$ cat config.mk
export PLATFORM = sky130hd
export DESIGN_NAME = ram_fill
export DESIGN_NICKNAME = d
export VERILOG_FILES = /design/src/common/upload_pkg.sv /design/src/rtl/ram_fill.sv
export VERILOG_INCLUDE_DIRS = /design/src /design/src/common
export SDC_FILE = /design/constraint.sdc
export NUM_CORES = 1
export LEC_CHECK = 0
export BUFFER_PORTS_ARGS = -buffer_cell sky130_fd_sc_hd__clkbuf_2
export CAP_MARGIN = 10
export CORE_AREA = 2 2 300 302
export CTS_BUF_LIST = sky130_fd_sc_hd__clkbuf_2 sky130_fd_sc_hd__clkbuf_4 sky130_fd_sc_hd__clkbuf_8
export DETAILED_ROUTE_END_ITERATION = 16
export DIE_AREA = 0 0 302 304
export GPL_TIMING_DRIVEN = 0
export SETUP_SLACK_MARGIN = 0.05
export SLEW_MARGIN = 20
export SYNTH_ARGS = -nofsm -noshare
export SYNTH_HDL_FRONTEND = slang
export SYNTH_SLANG_ARGS = --single-unit
export TNS_END_PERCENT = 10
$ cat constraint.sdc
create_clock -name clk -period 2.6 [get_ports clk]
set_input_delay 0.13 -clock clk [delete_from_list [all_inputs] [get_ports clk]]
set_output_delay 0.13 -clock clk [all_outputs]
set_load 0.01 [all_outputs]
$ cat src/common/upload_cfg.svh
`ifndef UPLOAD_CFG_SVH
`define UPLOAD_CFG_SVH

// DDR3 byte address and RAM address widths
`define UPLOAD_DDR_AW       28
`define UPLOAD_RAM_AW       27
`define UPLOAD_SIZE_W       27

// Image records
`define UPLOAD_REC_BYTES    16
`define UPLOAD_SIG0         "M"
`define UPLOAD_SIG1         "S"
`define UPLOAD_SIG2         "X"

// Table depths
`define UPLOAD_SLOT_BLOCKS  64   // 4 slots x 4 subslots x 4 blocks
`define UPLOAD_RAM_REFS     16

// Region sizes count in 16 KB units
`define UPLOAD_UNIT_SHIFT   14
`define UPLOAD_PAT_SPAN_W   9

`endif

$ cat src/common/upload_pkg.sv
`include "upload_cfg.svh"

package upload_pkg;

   typedef enum logic [3:0] {
      CONFIG_NONE, CONFIG_FW, CONFIG_SLOT_A, CONFIG_SLOT_B,
      CONFIG_SLOT_INTERNAL, CONFIG_IO_DEVICE, CONFIG_CONFIG, CONFIG_KBD_LAYOUT
   } config_typ_t;

   typedef enum logic [7:0] {
      MAPPER_NONE, MAPPER_ASCII8, MAPPER_ASCII16, MAPPER_KONAMI, MAPPER_KONAMI_SCC,
      MAPPER_RAM, MAPPER_FMPAC, MAPPER_GM2, MAPPER_UNUSED
   } mapper_typ_t;

   typedef enum logic [7:0] {
      DEVICE_NONE, DEVICE_FDC, DEVICE_MFRSD0
   } device_typ_t;

   typedef enum logic [7:0] {
      ROM_NONE, ROM_ROM, ROM_RAM, ROM_FDC, ROM_FMPAC, ROM_MFRSD, ROM_GM2
   } data_id_t;

   typedef enum logic [1:0] {MSX1, MSX2, MSX2P, MSXTR} msx_typ_t;

   typedef enum logic [2:0] {
      PAT_COPY, PAT_FF, PAT_00, PAT_CHECK_A, PAT_CHECK_B, PAT_HALF
   } fill_pat_t;

   typedef struct packed {
      logic  [3:0] slot_subslot;
      data_id_t    data_id;
      device_typ_t device;
      mapper_typ_t mapper;
      logic  [7:0] mode;      // 2 bits per block
      logic  [7:0] param;
      logic [10:0] units;     // 16 KB units
      fill_pat_t   pattern;
   } slot_record_t;

   typedef struct packed {
      logic [`UPLOAD_RAM_AW-1:0] addr;
      logic               [15:0] size;
      logic                      ro;
   } lookup_ram_t;

   typedef struct packed {
      mapper_typ_t mapper;
      device_typ_t device;
      logic  [3:0] ref_ram;
      logic  [1:0] offset_ram;   // 16 KB page inside the region
   } block_t;

   typedef struct packed {
      logic  [7:0] ram_size;
      logic        use_fdc;
      msx_typ_t    msx_typ;
      logic  [3:0] slot_expander_en;
   } bios_config_t;

   typedef struct packed {
      logic [10:0] units;
      fill_pat_t   pattern;
      data_id_t    data_id;
   } fill_req_t;

endpackage

$ cat src/rtl/ram_fill.sv
`timescale 1ns/1ns
`include "upload_cfg.svh"

module ram_fill (
   input  logic                          clk,
   input  logic                          reset,
   input  logic                          walk_start,
   input  logic                          fill_start,
   input  upload_pkg::fill_req_t         fill_req,
   input  logic                          src_valid,
   input  logic                    [7:0] src_byte,
   input  logic                          sdram_ready,
   output logic                          src_req,
   output logic     [`UPLOAD_RAM_AW-1:0] ram_addr,
   output logic                    [7:0] ram_din,
   output logic                          ram_ce,
   output logic                          fill_done,
   output logic                    [3:0] fill_ref,
   output upload_pkg::lookup_ram_t       lookup_ram [`UPLOAD_RAM_REFS]
);
   import upload_pkg::*;

   logic                                busy;
   logic                                copy;
   fill_pat_t                           pattern;
   logic [`UPLOAD_UNIT_SHIFT+10:0]      left;       // Bytes still to write
   logic [`UPLOAD_PAT_SPAN_W-1:0]       pos;        // Offset from region start
   logic                                buf_full;
   logic                          [7:0] buf_byte;
   logic                          [3:0] next_ref;
   logic                          [7:0] pat_byte;
   logic                                wr_go;

   always_comb begin
      case (pattern)
         PAT_00:      pat_byte = 8'h00;
         PAT_CHECK_A: pat_byte = {8{pos[8] == pos[1]}};
         PAT_CHECK_B: pat_byte = {8{pos[8] != pos[0]}};
         PAT_HALF:    pat_byte = {8{pos[7]}};
         default:     pat_byte = 8'hff;
      endcase
   end

   assign src_req = busy & copy & ~buf_full;
   assign wr_go   = busy & (buf_full | ~copy) & sdram_ready & ~ram_ce;

   always_ff @(posedge clk) begin
      fill_done <= 1'b0;
      if (ram_ce) begin
         ram_ce   <= 1'b0;
         ram_addr <= ram_addr + 1'b1;
      end
      if (src_valid) begin
         buf_byte <= src_byte;
         buf_full <= 1'b1;
      end
      if (fill_start) begin
         lookup_ram[next_ref] <= '{addr: ram_addr, size: 16'(fill_req.units),
                                   ro: fill_req.data_id != ROM_RAM};
         fill_ref <= next_ref;
         next_ref <= next_ref + 1'b1;
         copy     <= fill_req.data_id != ROM_RAM;
         pattern  <= fill_req.pattern;
         left     <= {fill_req.units, {`UPLOAD_UNIT_SHIFT{1'b0}}};
         pos      <= '0;
         busy     <= 1'b1;
      end
      if (wr_go) begin
         ram_ce   <= 1'b1;
         ram_din  <= copy ? buf_byte : pat_byte;
         buf_full <= 1'b0;
         left     <= left - 1'b1;
         pos      <= pos + 1'b1;
         if (left == 1) begin
            busy      <= 1'b0;
            fill_done <= 1'b1;
         end
      end
      if (walk_start) begin   // New image starts at RAM address 0
         ram_addr <= '0;
         next_ref <= '0;
         busy     <= 1'b0;
         buf_full <= 1'b0;
      end
      if (reset) begin
         busy      <= 1'b0;
         buf_full  <= 1'b0;
         ram_ce    <= 1'b0;
         fill_done <= 1'b0;
      end
   end

   // An unrequested byte would overwrite the one in the buffer
   a_src_requested: assert property (@(posedge clk) disable iff (reset)
      src_valid |-> src_req);

endmodule

# ---- After elaboration in Yosys (flattened, before gate mapping)
# Cells that the tools add are included.
# Widths: inputs -> output; s select.
dict set report classes {
  n_addsub 4
  order_cmp 2
  eq_ne 8
  muxes 14
  n_bitwise 11
  reduce_logical 5
}
# op n
set ops {}
lappend ops {{$bwmux 704} 1}
lappend ops {{$demux 44 s4} 1}
lappend ops {{$mux 25} 2}
lappend ops {{$mux 44} 1}
lappend ops {{$pmux 8 s4} 1}
lappend ops {{$add 27x1->27 const B} 1}
lappend ops {{$eq 25x1->1 const B} 1}
lappend ops {{$sub 25x1->25 const B} 1}
lappend ops {{$mux 9} 2}
lappend ops {{$add 9x1->9 const B} 1}
lappend ops {{$mux 8} 1}
lappend ops {{$ne 8x2->1 const B} 1}
lappend ops {{$eq 3x2->1 const B} 2}
lappend ops {{$eq 3x3->1 const B} 2}
lappend ops {{$and 1x1->1} 5}
lappend ops {{$ge 5x5->1 const B} 1}
lappend ops {{$lt 5x1->1 const B} 1}
lappend ops {{$mux 1} 5}
lappend ops {{$not 4->5} 1}
lappend ops {{$add 4x1->4 const B} 1}
lappend ops {{$not 1->1} 4}
lappend ops {{$reduce_or 2->1} 2}
lappend ops {{$reduce_or 3->1} 1}
lappend ops {{$reduce_bool 2->1} 1}
lappend ops {{4 further kinds} 4}
dict set report word_totals {
  reg_bits 797
  output_inout_bits 746
  word_cells 105
}

# ---- Depth between registers and ports, before layout
dict set report depth {
  ltp_word 7
  ltp_mapped 8
  depth_no_buf 7
}

# ---- Worst setup path after synthesis
# OpenSTA, ideal clock, no wires.
dict set report synth_timing {
  kind {reg2reg}
  startpoint {register copy}
  endpoint {register left[0] (enable)}
  setup_time_ps 396
  arrival_time_ps 1961
  path_slack_ps 243
  stages_incl_launch_ff 6
  path_cell_list {edfxtp_1 > buf_2 > nor2b_1 > or3_1 > buf_2 > nand2b_1}
}
dict set report synth_between {
  elab_chain_cells 6
}
# item line_no
set synth_lines {}
lappend synth_lines {{start: declaration} ram_fill.sv:24} ;# logic copy;
lappend synth_lines {{start signal: assignment} ram_fill.sv:62} ;# copy <= fill_req.data_id != ROM_RAM;
lappend synth_lines {{$not 1->1} ram_fill.sv:45} ;# assign wr_go = busy & (buf_full | ~copy) & sdram_ready & ~ram_ce;
lappend synth_lines {{$or 1x1->1} ram_fill.sv:45}
lappend synth_lines {{$and 1x1->1 (3 in series)} ram_fill.sv:45}
lappend synth_lines {{$reduce_bool 2->1 (no line)} n/a}
lappend synth_lines {{end signal: assignment} ram_fill.sv:64} ;# left <= {fill_req.units, {`UPLOAD_UNIT_SHIFT{1'b0}}};
lappend synth_lines {{end signal: assignment} ram_fill.sv:72} ;# left <= left - 1'b1;
lappend synth_lines {{end: declaration} ram_fill.sv:26} ;# logic [`UPLOAD_UNIT_SHIFT+10:0] left;
# Every way passes these cells.
# A chain may end at the register's enable or synchronous reset.

# ---- Worst setup path after layout
dict set report layout_timing {
  startpoint {register ram_addr[3]}
  endpoint {register ram_addr[26]}
}
dict set report layout_between {
  elab_chain_cells 1
}
# item line_no
set layout_lines {}
lappend layout_lines {{start: declaration} ram_fill.sv:14} ;# output logic [`UPLOAD_RAM_AW-1:0] ram_addr,
lappend layout_lines {{start signal: assignment} ram_fill.sv:51} ;# ram_addr <= ram_addr + 1'b1;
lappend layout_lines {{$add 27x1->27} ram_fill.sv:51}
# Every way passes these cells.

==> results.cfg <==
[outcome]
status = finished, final reports clean

[clocking]
clk_pin_slew_ns = 0.06
cts_tree = yes
htree_levels = 3
numCtsBuffers = 112
cts_max_path_buffers = 3
clock-sinks = 717
clk_latency_ns = 0.76
clockRootBuffer = clkbuf_8

[synthesis]
synth_top_cell_by_area = edfxtp_1
ys_seq_area_share_pct = 88.8
netlist_instances = 1116
synth_top_area_share_pct = 85.9
ys.warnings.count = 0
synth.distinct_cells = 46
synth-xor-area-share_pct = 2.06
ys_async_sr_fraction_pct = 0
yosysMostFrequentCell = edfxtp_1
synthTopCellsByArea = edfxtp_1 86%, dfxtp_1 2.9%, buf_4 2.6%
synth_edf_count = 682
synthesis.area_sq_mm = 0.0238
synth_compound_area_share_pct = 0.824
synth_top_family_by_area = simple AND/OR/NAND/NOR gates
synth_seq_cells = 717
ys.flop_type = edfxtp_1
syn_avg_cell_area_sq_um = 21.4
synthSimpleGateAreaFrac_pct = 4.79
yosys.area_share.adder_pct = 0.420
synthTopCellsByCount = 682 x edfxtp_1, 82 x buf_4, 62 x nor2_1
muxShareOfSynthArea_pct = 0.0839

[placed_design]
dpl.hpwl_microns = 47100
preCtsSetupSlack_ns = -0.0845
routabilityCongestion = 0.757
portBuffers = 700

[timing]
fin_skew_ns = 0.0394
rsz0062_at_grt = yes
finalHoldViolCount = 0
maxSlewHeadroom_pct = 35.4
drv_slew = 0
post-route-min-period_ns = 2.35
fmax_mhz = 425
worst_slack_ns = 0.247
finalSetupViolations = 0
period_share_pct = 90.5
tightest_slew_ns = 0.968

[power_and_ir_drop]
pwr_density_cell_mw_per_mm2 = 726
finalPower_mw = 23.4
peakVddDrop_mv = 0.409
p_leak_nw = 12.5

[hold_path]
whs_path_depth = 3
min_from = fill_req[7]
hold_end = lookup_ram[176]$_DFFE_PP_
hold_class = in2reg

[floorplanning]
io_pins = 782
die_w_microns = 302
die_y_microns = 304
die_area_sq_mm = 0.0918
rows = 110
core_sq_mm = 0.0890
initial_core_util_pct = 26.8

[global_route]
globalRouteOverflowTotal = 0
grt_max_degree = 34
antenna_found_initial = 1
grt.total_usage_pct = 14.7
grt_pass1_vias = 13800
grt_pass1_wl_microns = 96200

[drt]
viasPerCell = 4.10
drt_iter0_drc = 929
vias = 13600
drc = 0
firstDrtPassIters = 5
ant_nets = 0
wire_per_inst_microns = 21.0
wl_microns = 70000

[worst_setup_path]
end_kind = register
cp.required_ns = 3.19
critical_path.max_fanout = 20
timing.rr.end = ram_addr[26]$_SDFFE_PP0P_
ff2ff_setup_slack_ns = 0.25
start_kind = register
arrival_ns = 2.94
r2r_cells = 7
worstSetupPathType = reg2reg
regToRegStartpoint = ram_addr[3]$_SDFFE_PP0P_

[layout]
drive_gt1_share_pct = 47.7
area.growth.synth_to_final_pct = 35.0
final_core_util_pct = 36.1
fin_nets = 2098

[job]
drv_cap = 0
-- per-stage QoR --
step	std cells	instance area [sq um]	setup TNS, ns	hold WS [ns]
2_1_floorplan	1195	24100	0	0.202
5_1_grt	3327	32200	0	0.0602
4_1_cts	3326	32200	0	0.0159
3_3_place_gp	3071	29100	-847.70	0.313
3_5_place_dp	3088	29500	-4.16	0.311
6_report	3329	32200	0	0.0981
-- cells in the final DEF (no fill, tap or decap), types with 9 or more instances in the layout --
master and instances:
nor3_1 13, clkbuf_2 701, dlygate4sd3_1 28, dfxtp_1 33
o21ai_0 9, edfxtp_1 682, clkbuf_4 26, nand3_1 13
and2_4 16, conb_1 80, buf_12 12, buf_4 82
clkinv_2 20, nor2_1 62, xnor2_1 36, inv_1 11
nand2_1 31, clkinv_1 29, clkbuf_8 113, xor2_1 20
-- worst max-delay path by stage --
| stage | slack (ns) | start | to |
|---|---|---|---|
| 6_report | 0.25 | ram_addr[3]$_SDFFE_PP0P_ | ram_addr[26]$_SDFFE_PP0P_ |
| 5_1_grt | 0.02 | ram_addr[5]$_SDFFE_PP0P_ | ram_addr[17]$_SDFFE_PP0P_ |
| 4_1_cts | 0.21 | fill_start | lookup_ram[562]$_DFFE_PP_ |
| 3_5_place_dp | -0.08 | fill_start | lookup_ram[570]$_DFFE_PP_ |
| 3_3_place_gp | -1.58 | fill_start | lookup_ram[687]$_DFFE_PP_ |
| 2_1_floorplan | 0.24 | copy$_DFFE_PP_ | left[0]$_SDFFCE_PN0P_ |
-- final cells by class --
type	count	area [sq um]
tap	1176	1470
antenna	3	7.51
inverter	11	41.3
timing repair buffer	745	4160
buffer	94	673
clock buffer	139	1750
clock inverter	71	603
fill	8334	56900
multi-input combinational	373	2290
sequential	717	21200
-- critical path, stage by stage (launching register included) --
cell     delay [ns]
dfxtp_1        0.87
and4_1         0.29
buf_4          0.14
nand4_2        0.16
buf_6          0.25
nor4_4         0.27
xnor2_1        0.15
nor2_1         0.05
-- power breakdown --
group	switching (mW)	internal, mW	total, mW
Sequential	0.0817	12.7	12.8
Clock	4.52	5.31	9.83
Combinational	0.454	0.278	0.731
-- state kept, by name, indices dropped and copies added (netlist names), 3 cells and up --
signal,count
next_ref,4
pattern,3
left,25
buf_byte,8
ram_addr,27
lookup_ram,624
pos,9
ram_din,8
fill_ref,4
-- logic make-up (layout without fill, tap and decap cells) --
logic type / after synthesis / after routing
fa+ha+maj: 8 / 8
other cells: 1 / 83
mux: 2 / 2
flops: 717 / 717
buf+inv: 105 / 1060
simple gates: 195 / 195
xor+xnor: 56 / 56
compound gates: 32 / 32
-- per-layer routing --
| metal | global-route usage, % | wire length [microns] | up-vias |
|---|---|---|---|
| met2 | 26.3 | 36200 | 787 |
| met3 | 3.91 | 5510 | 149 |
| li1 | - | - | 6002 |
| met1 | 16.3 | 26000 | 6701 |
| met4 | 6.70 | 2330 | 0 |
| met5 | 0 | 0 | - |
-- repair_timing --
action	in CTS	in global routing
endpoints found under the hold margin	221	0
setup endpoints to repair	0	20
hold buffers	28	0
buffers inserted	0	0
gates resized for setup	0	2
Note: power is estimated with default switching activity, not from simulation.
