[config.mk]
export PLATFORM = sky130hd
export DESIGN_NAME = upload_ctrl
export DESIGN_NICKNAME = d
export VERILOG_FILES = /design/src/common/upload_pkg.sv /design/src/rtl/upload_ctrl.sv
export VERILOG_INCLUDE_DIRS = /design/src /design/src/common
export SDC_FILE = /design/constraint.sdc
export NUM_CORES = 1
export LEC_CHECK = 0
export ABC_AREA = 0
export BUFFER_PORTS_ARGS = -buffer_cell sky130_fd_sc_hd__buf_2
export CAP_MARGIN = 15
export CORE_MARGIN = 2
export CORE_UTILIZATION = 56
export CTS_CLUSTER_DIAMETER = 30
export DETAILED_ROUTE_END_ITERATION = 10
export PLACE_DENSITY = 0.83
export SYNTH_ARGS = -nofsm -noshare
export SYNTH_HDL_FRONTEND = slang
export SYNTH_SLANG_ARGS = --single-unit
[constraint.sdc]
create_clock -name clk -period 6.7 [get_ports clk]
set_clock_uncertainty 0.2 [all_clocks]
set_input_delay 0.335 -clock clk [delete_from_list [all_inputs] [get_ports clk]]
set_output_delay 0.335 -clock clk [all_outputs]
set_load 0.005 [all_outputs]
[src/common/upload_cfg.svh]
`ifndef UPLOAD_CFG_SVH
`define UPLOAD_CFG_SVH

// DDR3 byte address and RAM address widths
`define UPLOAD_DDR_AW       28
`define UPLOAD_RAM_AW       27
`define UPLOAD_SIZE_W       27

// Image records
`define UPLOAD_REC_BYTES    16
`define UPLOAD_SIG0         "M"
`define UPLOAD_SIG1         "S"
`define UPLOAD_SIG2         "X"

// Table depths
`define UPLOAD_SLOT_BLOCKS  64   // 4 slots x 4 subslots x 4 blocks
`define UPLOAD_RAM_REFS     16

// Region sizes count in 16 KB units
`define UPLOAD_UNIT_SHIFT   14
`define UPLOAD_PAT_SPAN_W   9

`endif

[src/common/upload_pkg.sv]
`include "upload_cfg.svh"

package upload_pkg;

   typedef enum logic [3:0] {
      CONFIG_NONE, CONFIG_FW, CONFIG_SLOT_A, CONFIG_SLOT_B,
      CONFIG_SLOT_INTERNAL, CONFIG_IO_DEVICE, CONFIG_CONFIG, CONFIG_KBD_LAYOUT
   } config_typ_t;

   typedef enum logic [7:0] {
      MAPPER_NONE, MAPPER_ASCII8, MAPPER_ASCII16, MAPPER_KONAMI, MAPPER_KONAMI_SCC,
      MAPPER_RAM, MAPPER_FMPAC, MAPPER_GM2, MAPPER_UNUSED
   } mapper_typ_t;

   typedef enum logic [7:0] {
      DEVICE_NONE, DEVICE_FDC, DEVICE_MFRSD0
   } device_typ_t;

   typedef enum logic [7:0] {
      ROM_NONE, ROM_ROM, ROM_RAM, ROM_FDC, ROM_FMPAC, ROM_MFRSD, ROM_GM2
   } data_id_t;

   typedef enum logic [1:0] {MSX1, MSX2, MSX2P, MSXTR} msx_typ_t;

   typedef enum logic [2:0] {
      PAT_COPY, PAT_FF, PAT_00, PAT_CHECK_A, PAT_CHECK_B, PAT_HALF
   } fill_pat_t;

   typedef struct packed {
      logic  [3:0] slot_subslot;
      data_id_t    data_id;
      device_typ_t device;
      mapper_typ_t mapper;
      logic  [7:0] mode;      // 2 bits per block
      logic  [7:0] param;
      logic [10:0] units;     // 16 KB units
      fill_pat_t   pattern;
   } slot_record_t;

   typedef struct packed {
      logic [`UPLOAD_RAM_AW-1:0] addr;
      logic               [15:0] size;
      logic                      ro;
   } lookup_ram_t;

   typedef struct packed {
      mapper_typ_t mapper;
      device_typ_t device;
      logic  [3:0] ref_ram;
      logic  [1:0] offset_ram;   // 16 KB page inside the region
   } block_t;

   typedef struct packed {
      logic  [7:0] ram_size;
      logic        use_fdc;
      msx_typ_t    msx_typ;
      logic  [3:0] slot_expander_en;
   } bios_config_t;

   typedef struct packed {
      logic [10:0] units;
      fill_pat_t   pattern;
      data_id_t    data_id;
   } fill_req_t;

endpackage

[src/rtl/upload_ctrl.sv]
`timescale 1ns/1ns
`include "upload_cfg.svh"

module upload_ctrl (
   input  logic                          clk,
   input  logic                          reset,
   input  logic                          ioctl_download,
   input  logic                   [15:0] ioctl_index,
   input  logic     [`UPLOAD_SIZE_W-1:0] ioctl_addr,
   input  logic                          reload,
   output logic                          reset_rq,
   output logic     [`UPLOAD_DDR_AW-1:0] ddr3_addr,
   output logic                          ddr3_rd,
   output logic                          ddr3_request,
   input  logic                    [7:0] ddr3_dout,
   input  logic                          ddr3_ready,
   input  logic                          src_req,
   output logic                          src_valid,
   output logic                    [7:0] src_byte,
   output logic                          fill_start,
   output upload_pkg::fill_req_t         fill_req,
   input  logic                          fill_done,
   input  logic                    [3:0] fill_ref,
   output logic                          slot_clear,
   input  logic                          slot_clear_done,
   output logic                          slot_store,
   output upload_pkg::slot_record_t      slot_rec,
   output logic                    [3:0] store_ref,
   output upload_pkg::bios_config_t      bios_config
);
   import upload_pkg::*;

   typedef enum logic [2:0] {
      ST_IDLE, ST_CLEAR, ST_NEXT, ST_READ, ST_DECODE, ST_FILL, ST_STORE
   } state_t;

   state_t                    state;
   logic [`UPLOAD_SIZE_W-1:0] image_size;
   logic                      download_q;
   logic                      pending;    // Read accepted, byte not taken yet
   logic                [3:0] byte_cnt;
   logic                [7:0] rec [`UPLOAD_REC_BYTES];
   logic                      dl_end;
   logic                      load;
   logic                      rd_take;
   logic                      byte_ok;
   logic                      sig_ok;
   config_typ_t               rec_typ;

   assign dl_end  = download_q & ~ioctl_download & (ioctl_index[5:0] == 6'd1);
   assign load    = dl_end | reload;
   assign rd_take = ddr3_rd & ddr3_ready;
   assign byte_ok = pending & ddr3_ready & ~ddr3_rd;
   assign sig_ok  = rec[0] == `UPLOAD_SIG0 && rec[1] == `UPLOAD_SIG1 && rec[2] == `UPLOAD_SIG2;
   assign rec_typ = config_typ_t'(rec[3][7:4]);

   assign slot_rec = '{slot_subslot: rec[3][3:0],
                       data_id:      data_id_t'(rec[4]),
                       device:       device_typ_t'(rec[7]),
                       mapper:       mapper_typ_t'(rec[8]),
                       mode:         rec[9],
                       param:        rec[10],
                       units:        {rec[5][2:0], rec[6]},
                       pattern:      fill_pat_t'(rec[11][2:0])};
   assign fill_req = '{units: slot_rec.units, pattern: slot_rec.pattern, data_id: slot_rec.data_id};

   assign reset_rq   = state != ST_IDLE;
   assign slot_store = state == ST_STORE;
   assign src_valid  = (state == ST_FILL) & byte_ok;   // Copy data follows the record
   assign src_byte   = ddr3_dout;

   always_ff @(posedge clk) begin
      download_q <= ioctl_download;
      fill_start <= 1'b0;
      slot_clear <= 1'b0;
      if (dl_end) image_size <= ioctl_addr;
      if (rd_take) begin
         ddr3_rd   <= 1'b0;
         ddr3_addr <= ddr3_addr + 1'b1;
         pending   <= 1'b1;
      end
      if (byte_ok) pending <= 1'b0;
      case (state)
         ST_CLEAR: if (slot_clear_done) state <= ST_NEXT;
         ST_NEXT: begin
            byte_cnt <= '0;
            if (ddr3_addr >= image_size) begin
               state        <= ST_IDLE;
               ddr3_request <= 1'b0;
            end else if (ddr3_ready) begin
               ddr3_rd <= 1'b1;
               state   <= ST_READ;
            end
         end
         ST_READ: if (byte_ok) begin
            rec[byte_cnt] <= ddr3_dout;
            byte_cnt      <= byte_cnt + 1'b1;
            if (byte_cnt == 4'(`UPLOAD_REC_BYTES - 1)) state <= ST_DECODE;
            else ddr3_rd <= 1'b1;
         end
         ST_DECODE: begin
            state <= ST_NEXT;   // Bad signature or unknown type
            if (sig_ok && rec_typ == CONFIG_CONFIG) begin
               bios_config.msx_typ          <= msx_typ_t'(rec[4][5:4]);
               bios_config.slot_expander_en <= rec[4][3:0];
            end
            if (sig_ok && rec_typ == CONFIG_SLOT_INTERNAL) begin
               if (slot_rec.device == DEVICE_FDC) bios_config.use_fdc <= 1'b1;
               if (slot_rec.data_id == ROM_RAM && bios_config.ram_size < rec[6])
                  bios_config.ram_size <= rec[6];
               store_ref <= '0;
               state     <= ST_STORE;
               if (slot_rec.units != '0) begin
                  fill_start <= 1'b1;
                  state      <= ST_FILL;
               end
            end
         end
         ST_FILL: begin
            if (src_req && ddr3_ready && !pending && !ddr3_rd) ddr3_rd <= 1'b1;
            if (fill_done) begin
               store_ref <= fill_ref;
               state     <= ST_STORE;
            end
         end
         ST_STORE: state <= ST_NEXT;
         default: ;
      endcase
      if (load) begin
         state        <= ST_CLEAR;
         slot_clear   <= 1'b1;
         ddr3_request <= 1'b1;
         ddr3_addr    <= '0;
         ddr3_rd      <= 1'b0;
         pending      <= 1'b0;
         bios_config  <= '0;
      end
      if (reset) begin
         state        <= ST_IDLE;
         download_q   <= 1'b0;
         ddr3_rd      <= 1'b0;
         pending      <= 1'b0;
         ddr3_request <= 1'b0;
         fill_start   <= 1'b0;
         slot_clear   <= 1'b0;
      end
   end

   a_rd_needs_ready: assert property (@(posedge clk) disable iff (reset)
      !ddr3_rd && !ddr3_ready |=> !ddr3_rd);

endmodule

* After elaboration in Yosys (flattened, before gate mapping)
Memory sizes are Yosys's and may differ from the RTL's.
Cells that the tools add are included.
** Storage, ports and cells
- Flip-flop bits (word level) :: 87
- Memory bits (read-only) :: 0
- Logic and storage cells :: 117
- Bits of input ports :: 63
- Latch bits :: 0
- Memories kept :: 1
- RAM bits :: 128
- Output and inout port bits :: 142
** Memories
- rec :: depth 16, bits a word 8, rd ports 12, clocked after memory_dff 0, write ports 1, RTL line upload_ctrl.sv:42 : logic [7:0] rec [`UPLOAD_REC_BYTES];
** Cells by class
- $mul :: 0
- Equal/unequal tests :: 26
- Divide/modulo/power cells :: 0
- Bitwise operators :: 11
- Mux-type cells :: 30
- Reduce and logical (&&, ||, !) cells :: 29
- Shift operators :: 0
- Order comparisons :: 2
- Add/subtract/negate cells :: 2
** Operators by type and width (number)
- $add A28 B1 Y28 const B :: 1
- $ge A28 B27 Y1 :: 1
- $eq A8 B7 Y1 const B :: 3
- $mux W3 :: 7
- $pmux W3 S6 :: 1
- $pmux W4 S2 :: 2
- $mux W1 :: 15
- $ne A3 B3 Y1 const B :: 5
- $mux W4 :: 3
- $reduce_and A6 Y1 :: 2
- $reduce_bool A11 Y1 :: 1
- $ne A2 B2 Y1 const B :: 5
- $eq A3 B3 Y1 const B :: 3
- $reduce_and A3 Y1 :: 3
- $eq A4 B3 Y1 const B :: 2
- $eq A8 B1 Y1 const B :: 1
- $eq A8 B2 Y1 const B :: 1
- $logic_and A1 B1 Y1 :: 8
- $lt A8 B8 Y1 :: 1
- $reduce_bool A2 Y1 :: 4
- $reduce_bool A7 Y1 :: 1
- $and A1 B1 Y1 :: 6
- $eq A3 B2 Y1 const B :: 2
- $eq A6 B1 Y1 const B :: 1
- 14 further kinds :: 21

* Depth between registers and ports, before layout
An unclocked memory read counts as a cell.
- Depth in word-level cells :: 8
- Mapped depth :: 8
- Depth with buffers taken out :: 8

* Worst setup path after synthesis
No wires, ideal clock.
- Kind :: input -> register
- Start point :: in ioctl_index[3]
- End point :: reg bios_config[0] (netlist name)
- Setup slack :: 3360 ps
- Arrival time :: 3012 ps
- Library setup time :: 128 ps
- Stages :: 6
- Buffers on the path :: 2
- Required time :: 6372 ps
- Cells stage by stage :: or4_1 -> nor2_1 -> or2_2 -> clkbuf_1 -> buf_1 -> nor2_1
** On the way
- Word-level cells in the longest chain between the ends :: 3
** Ends and longest elaborated chain
- start: declaration :: RTL line upload_ctrl.sv:8 : input logic [15:0] ioctl_index,
- $eq A6 B1 Y1 :: RTL line upload_ctrl.sv:50 : assign dl_end = download_q & ~ioctl_download & (ioctl_index[5:0] == 6'd1);
- $and A1 B1 Y1 :: RTL line upload_ctrl.sv:50
- named net dl_end :: RTL line upload_ctrl.sv:43 : logic dl_end;
- $or A1 B1 Y1 :: RTL line upload_ctrl.sv:51 : assign load = dl_end | reload;
The timed path passes the listed nets, and every way through them passes these cells.
A chain may end at the register's enable or synchronous reset.

* Final worst setup path
- Start point :: reg state[0]
- End point :: reg state[0]
** On the way
- Word-level cells in the longest chain between the ends :: 3
- Elaborated cells on any way between the ends :: 15
- Classes of those cells :: eq/ne: 11; mux: 2; reduce/logical: 2
** Ends and longest elaborated chain
- start: declaration :: RTL line upload_ctrl.sv:37 : state_t state;
- start signal: assignment :: RTL line upload_ctrl.sv:84 : ST_CLEAR: if (slot_clear_done) state <= ST_NEXT;
- start signal: assignment :: RTL line upload_ctrl.sv:88 : state <= ST_IDLE;
- start signal: assignment :: RTL line upload_ctrl.sv:92 : state <= ST_READ;
- $eq A3 B2 Y1, or another cell as far along :: RTL line upload_ctrl.sv:83 : case (state)
- $ne A4 B4 Y1 (no line), or another cell as far along
- $reduce_and A6 Y1 (no line) or $mux W1 (tied branches)
Several ways; a longest one is shown, not always the timed one.

==> results.sh <==
export IMPL_status="complete, no violations"
export IMPL_slew_violations=0
export IMPL_fin_crit_sh_pct=41.9
export IMPL_p_leak_nw=3.94
export IMPL_power_density_nw_per_um2=234
export IMPL_yosys_area_share_adder_pct=6.59
export IMPL_ys_flop_type="edfxtp_1"
export IMPL_cp_required_ns=6.83
export IMPL_synth_area_leaders="edfxtp_1, dfxtp_1, ha_1"
export IMPL_tightest_slew_ns=0.762
export IMPL_ff2ff_setup_slack_ns=3.89
export IMPL_slowest_delay_ns=0.63
export IMPL_yosysTopAreaCell="edfxtp_1"
export IMPL_crit_arrival_ns=2.93
export IMPL_clock_latency_ns=0.43
export IMPL_antennaDiodeCount=0
export IMPL_min_from="fill_ref[3]"
export IMPL_cap_violations=0
export IMPL_die_area_um2=14200
export IMPL_rsz0062_at_grt="false"
export IMPL_grt_overflow=0
export IMPL_final_common_cell="buf_2"
export IMPL_synth_compound_area_share_pct=4.44
export IMPL_gp_congestion=0.810
export IMPL_synth_xor_area_share_pct=3.08
export IMPL_seq_area_frac_synth_pct=63.1
export IMPL_tns_ns=0
export IMPL_design_core_area_um2=13100
export IMPL_grt_total_usage_pct=23.0
export IMPL_remaining_drc_errors=0
export IMPL_initial_utilization_pct=56.6
export IMPL_place_hpwl_um=11300
export IMPL_setup_ws_ns=3.89
export IMPL_grt_max_degree=40
export IMPL_antenna_left=0
export IMPL_final_cells=973
export IMPL_htree_levels=4
export IMPL_ys_warn_count=0
export IMPL_relSlewSlack_pct=49.2
export IMPL_synth_edf_count=121
export IMPL_clkTransAtPathRegs_ns=0.07
export IMPL_cts_inserted_buffers=17
export IMPL_period_minus_slack_ns=2.81
export IMPL_synth_area_mux_share_pct=2.04
export IMPL_cts_tree="built"
export IMPL_async_reset_ff_share_pct=0
export IMPL_synth_top_family_by_area="simple AND/OR/NAND/NOR gates"
export IMPL_syn_avg_cell_area_um2=12.7
export IMPL_firstDrtPassIters=5
export IMPL_hold_class="primary input to register"
export IMPL_syn2layout_area_growth_pct=24.2
export IMPL_timing_hold_violations_final=0
export IMPL_dpl_cell_count=911
export IMPL_reg2reg_from="state[0]"
export IMPL_nNetsFinal=886
export IMPL_synth_top_area_share_pct=49.1
export IMPL_max_freq_mhz=356
export IMPL_postLayoutCoreUtil_pct=70.3
export IMPL_antenna_found_initial=0
export IMPL_criticalPathCategory="register to register"
export IMPL_grt_pass1_wl_um=25000
export IMPL_pre_cts_ws_ns=3.69
export IMPL_drive_gt1_share_pct=30.6
export IMPL_ctsHoldBuffers=29
export IMPL_cp_max_fo=19
export IMPL_die_h_um=119
export IMPL_vias=5187
export IMPL_avgViaCountPerCell=5.33
export IMPL_end_kind="register"
export IMPL_core_rowCount=42
export IMPL_synth_cells=582
export IMPL_grt_pass1_vias=4963
export IMPL_crit_path_cell_trace="or4b_4 -> nor4_4 -> and3b_2 -> o41ai_1 -> buf_4 -> and3_1 -> a2111oi_2"
export IMPL_irDropWorstVdd_mv=0.151
export IMPL_post_cts_setup_buffer_count=0
export IMPL_synth_area_um2=7400
export IMPL_cts_sinks=173
export IMPL_port_buffer_count=194
export IMPL_setup_violations_final=0
export IMPL_final_cell_mix="buf_2, edfxtp_1, dfxtp_1"
export IMPL_synthDistinctLibCells=56
export IMPL_drt_wl_total_um=16000
export IMPL_ios=205
export IMPL_syn_num_nets=684
export IMPL_die_w_um=119
export IMPL_post_drt_wl_per_cell_um=16.5
export IMPL_cts_root_buffer="clkbuf_16"
export IMPL_start_kind="register"
export IMPL_synthSimpleGateAreaFrac_pct=14.7
export IMPL_crit_start="state[0]"
export IMPL_drt_initial_drc_count=291
export IMPL_cts_buffer_depth=2
export IMPL_slowest_stage="or4b_4"
export IMPL_nFillCells=896
export IMPL_synth_seq_cells=173
export IMPL_cts_resized=0
==> layer usage <==
| metal | GRT usage, % | part of all wire, % |
|---|---|---|
| met5 | 0 | 0 |
| met4 | 6.70 | 1.3 |
| met3 | 5.17 | 4.7 |
| met2 | 38.4 | 52 |
| met1 | 30.1 | 42 |
==> cells in the mapped netlist (2+ instances only) <==
cell	n
edfxtp_1	121
dfxtp_1	52
nor2_1	48
inv_1	40
nand2_1	40
ha_1	39
buf_4	34
nand3_1	20
a21oi_1	16
xor2_1	16
and2_1	15
mux2i_1	14
and3_1	13
o21ai_0	10
xnor2_1	10
nand4_1	8
nor3_1	7
and4_1	5
clkbuf_1	5
nor4_1	5
nand2b_1	4
nor2b_1	4
a211oi_1	3
a21o_1	3
a31oi_1	3
buf_1	3
nor3b_1	3
nor4b_1	3
or2_2	3
or3_1	3
or4_1	3
a2111oi_2	2
and3b_1	2
nand4b_1	2
or4b_2	2
==> power breakdown <==
group          switching [mW]  internal (mW)  leakage [nW]
clock network           0.442          0.495         0.286
registers             0.00538           1.14          1.50
logic                  0.0326         0.0323          2.15
==> state kept, by name (all words and copies together) (netlist names) <==
register	count
ddr3_addr	28
rec	86
ddr3_request	1
ddr3_rd	1
slot_clear	1
fill_start	1
image_size	27
byte_cnt	4
state	3
download_q	1
store_ref	4
pending	1
bios_config	15
==> per-stage QoR <==
stage | cell area, µm² | total power, mW | hold WS (ns)
after floorplan | 7400 | 1.19 | 0.204
after global placement | 8320 | 1.22 | 0.253
after detailed placement | 8320 | 1.22 | 0.266
after CTS | 9180 | 2.17 | 0.00399
after global routing | 9190 | 2.21 | 0.00392
final | 9190 | 2.15 | 0.00846
==> critical path, delay by kind of cell, from the launching register on <==
family | cells | cell delay [ns]
AOI/OAI and AO/OA | 2 | 0.49
buffers and inverters | 1 | 0.17
DFF | 1 | 0.48
and+or+nand+nor | 4 | 1.37
==> logic make-up after synthesis <==
logic type	count (synthesis)
XOR/XNOR	26
adder cells (fa/ha/maj)	39
AND/OR/NAND/NOR	199
flip-flops	173
multiplexers	15
AO/OA/AOI/OAI	47
buffers and inverters	83
==> worst paths after layout <==
path / end / cells after the start
max: state[0] / 7
min reg2reg: bios_config[7] / 2
min: store_ref[3] / 2
max reg2reg: state[0] / 7
==> cell type report <==
type                       count  area, µm²  share of cell area, %
inverter                      40        150                   1.63
sequential                   173       4670                   50.8
clock buffer                  17        425                   4.63
clock inverter                15        149                   1.62
tap                          176        220                   2.40
timing repair buffer         226       1290                   14.0
multi-input combinational    326       2280                   24.9
No activity file was read; power rests on OpenSTA's default activity.
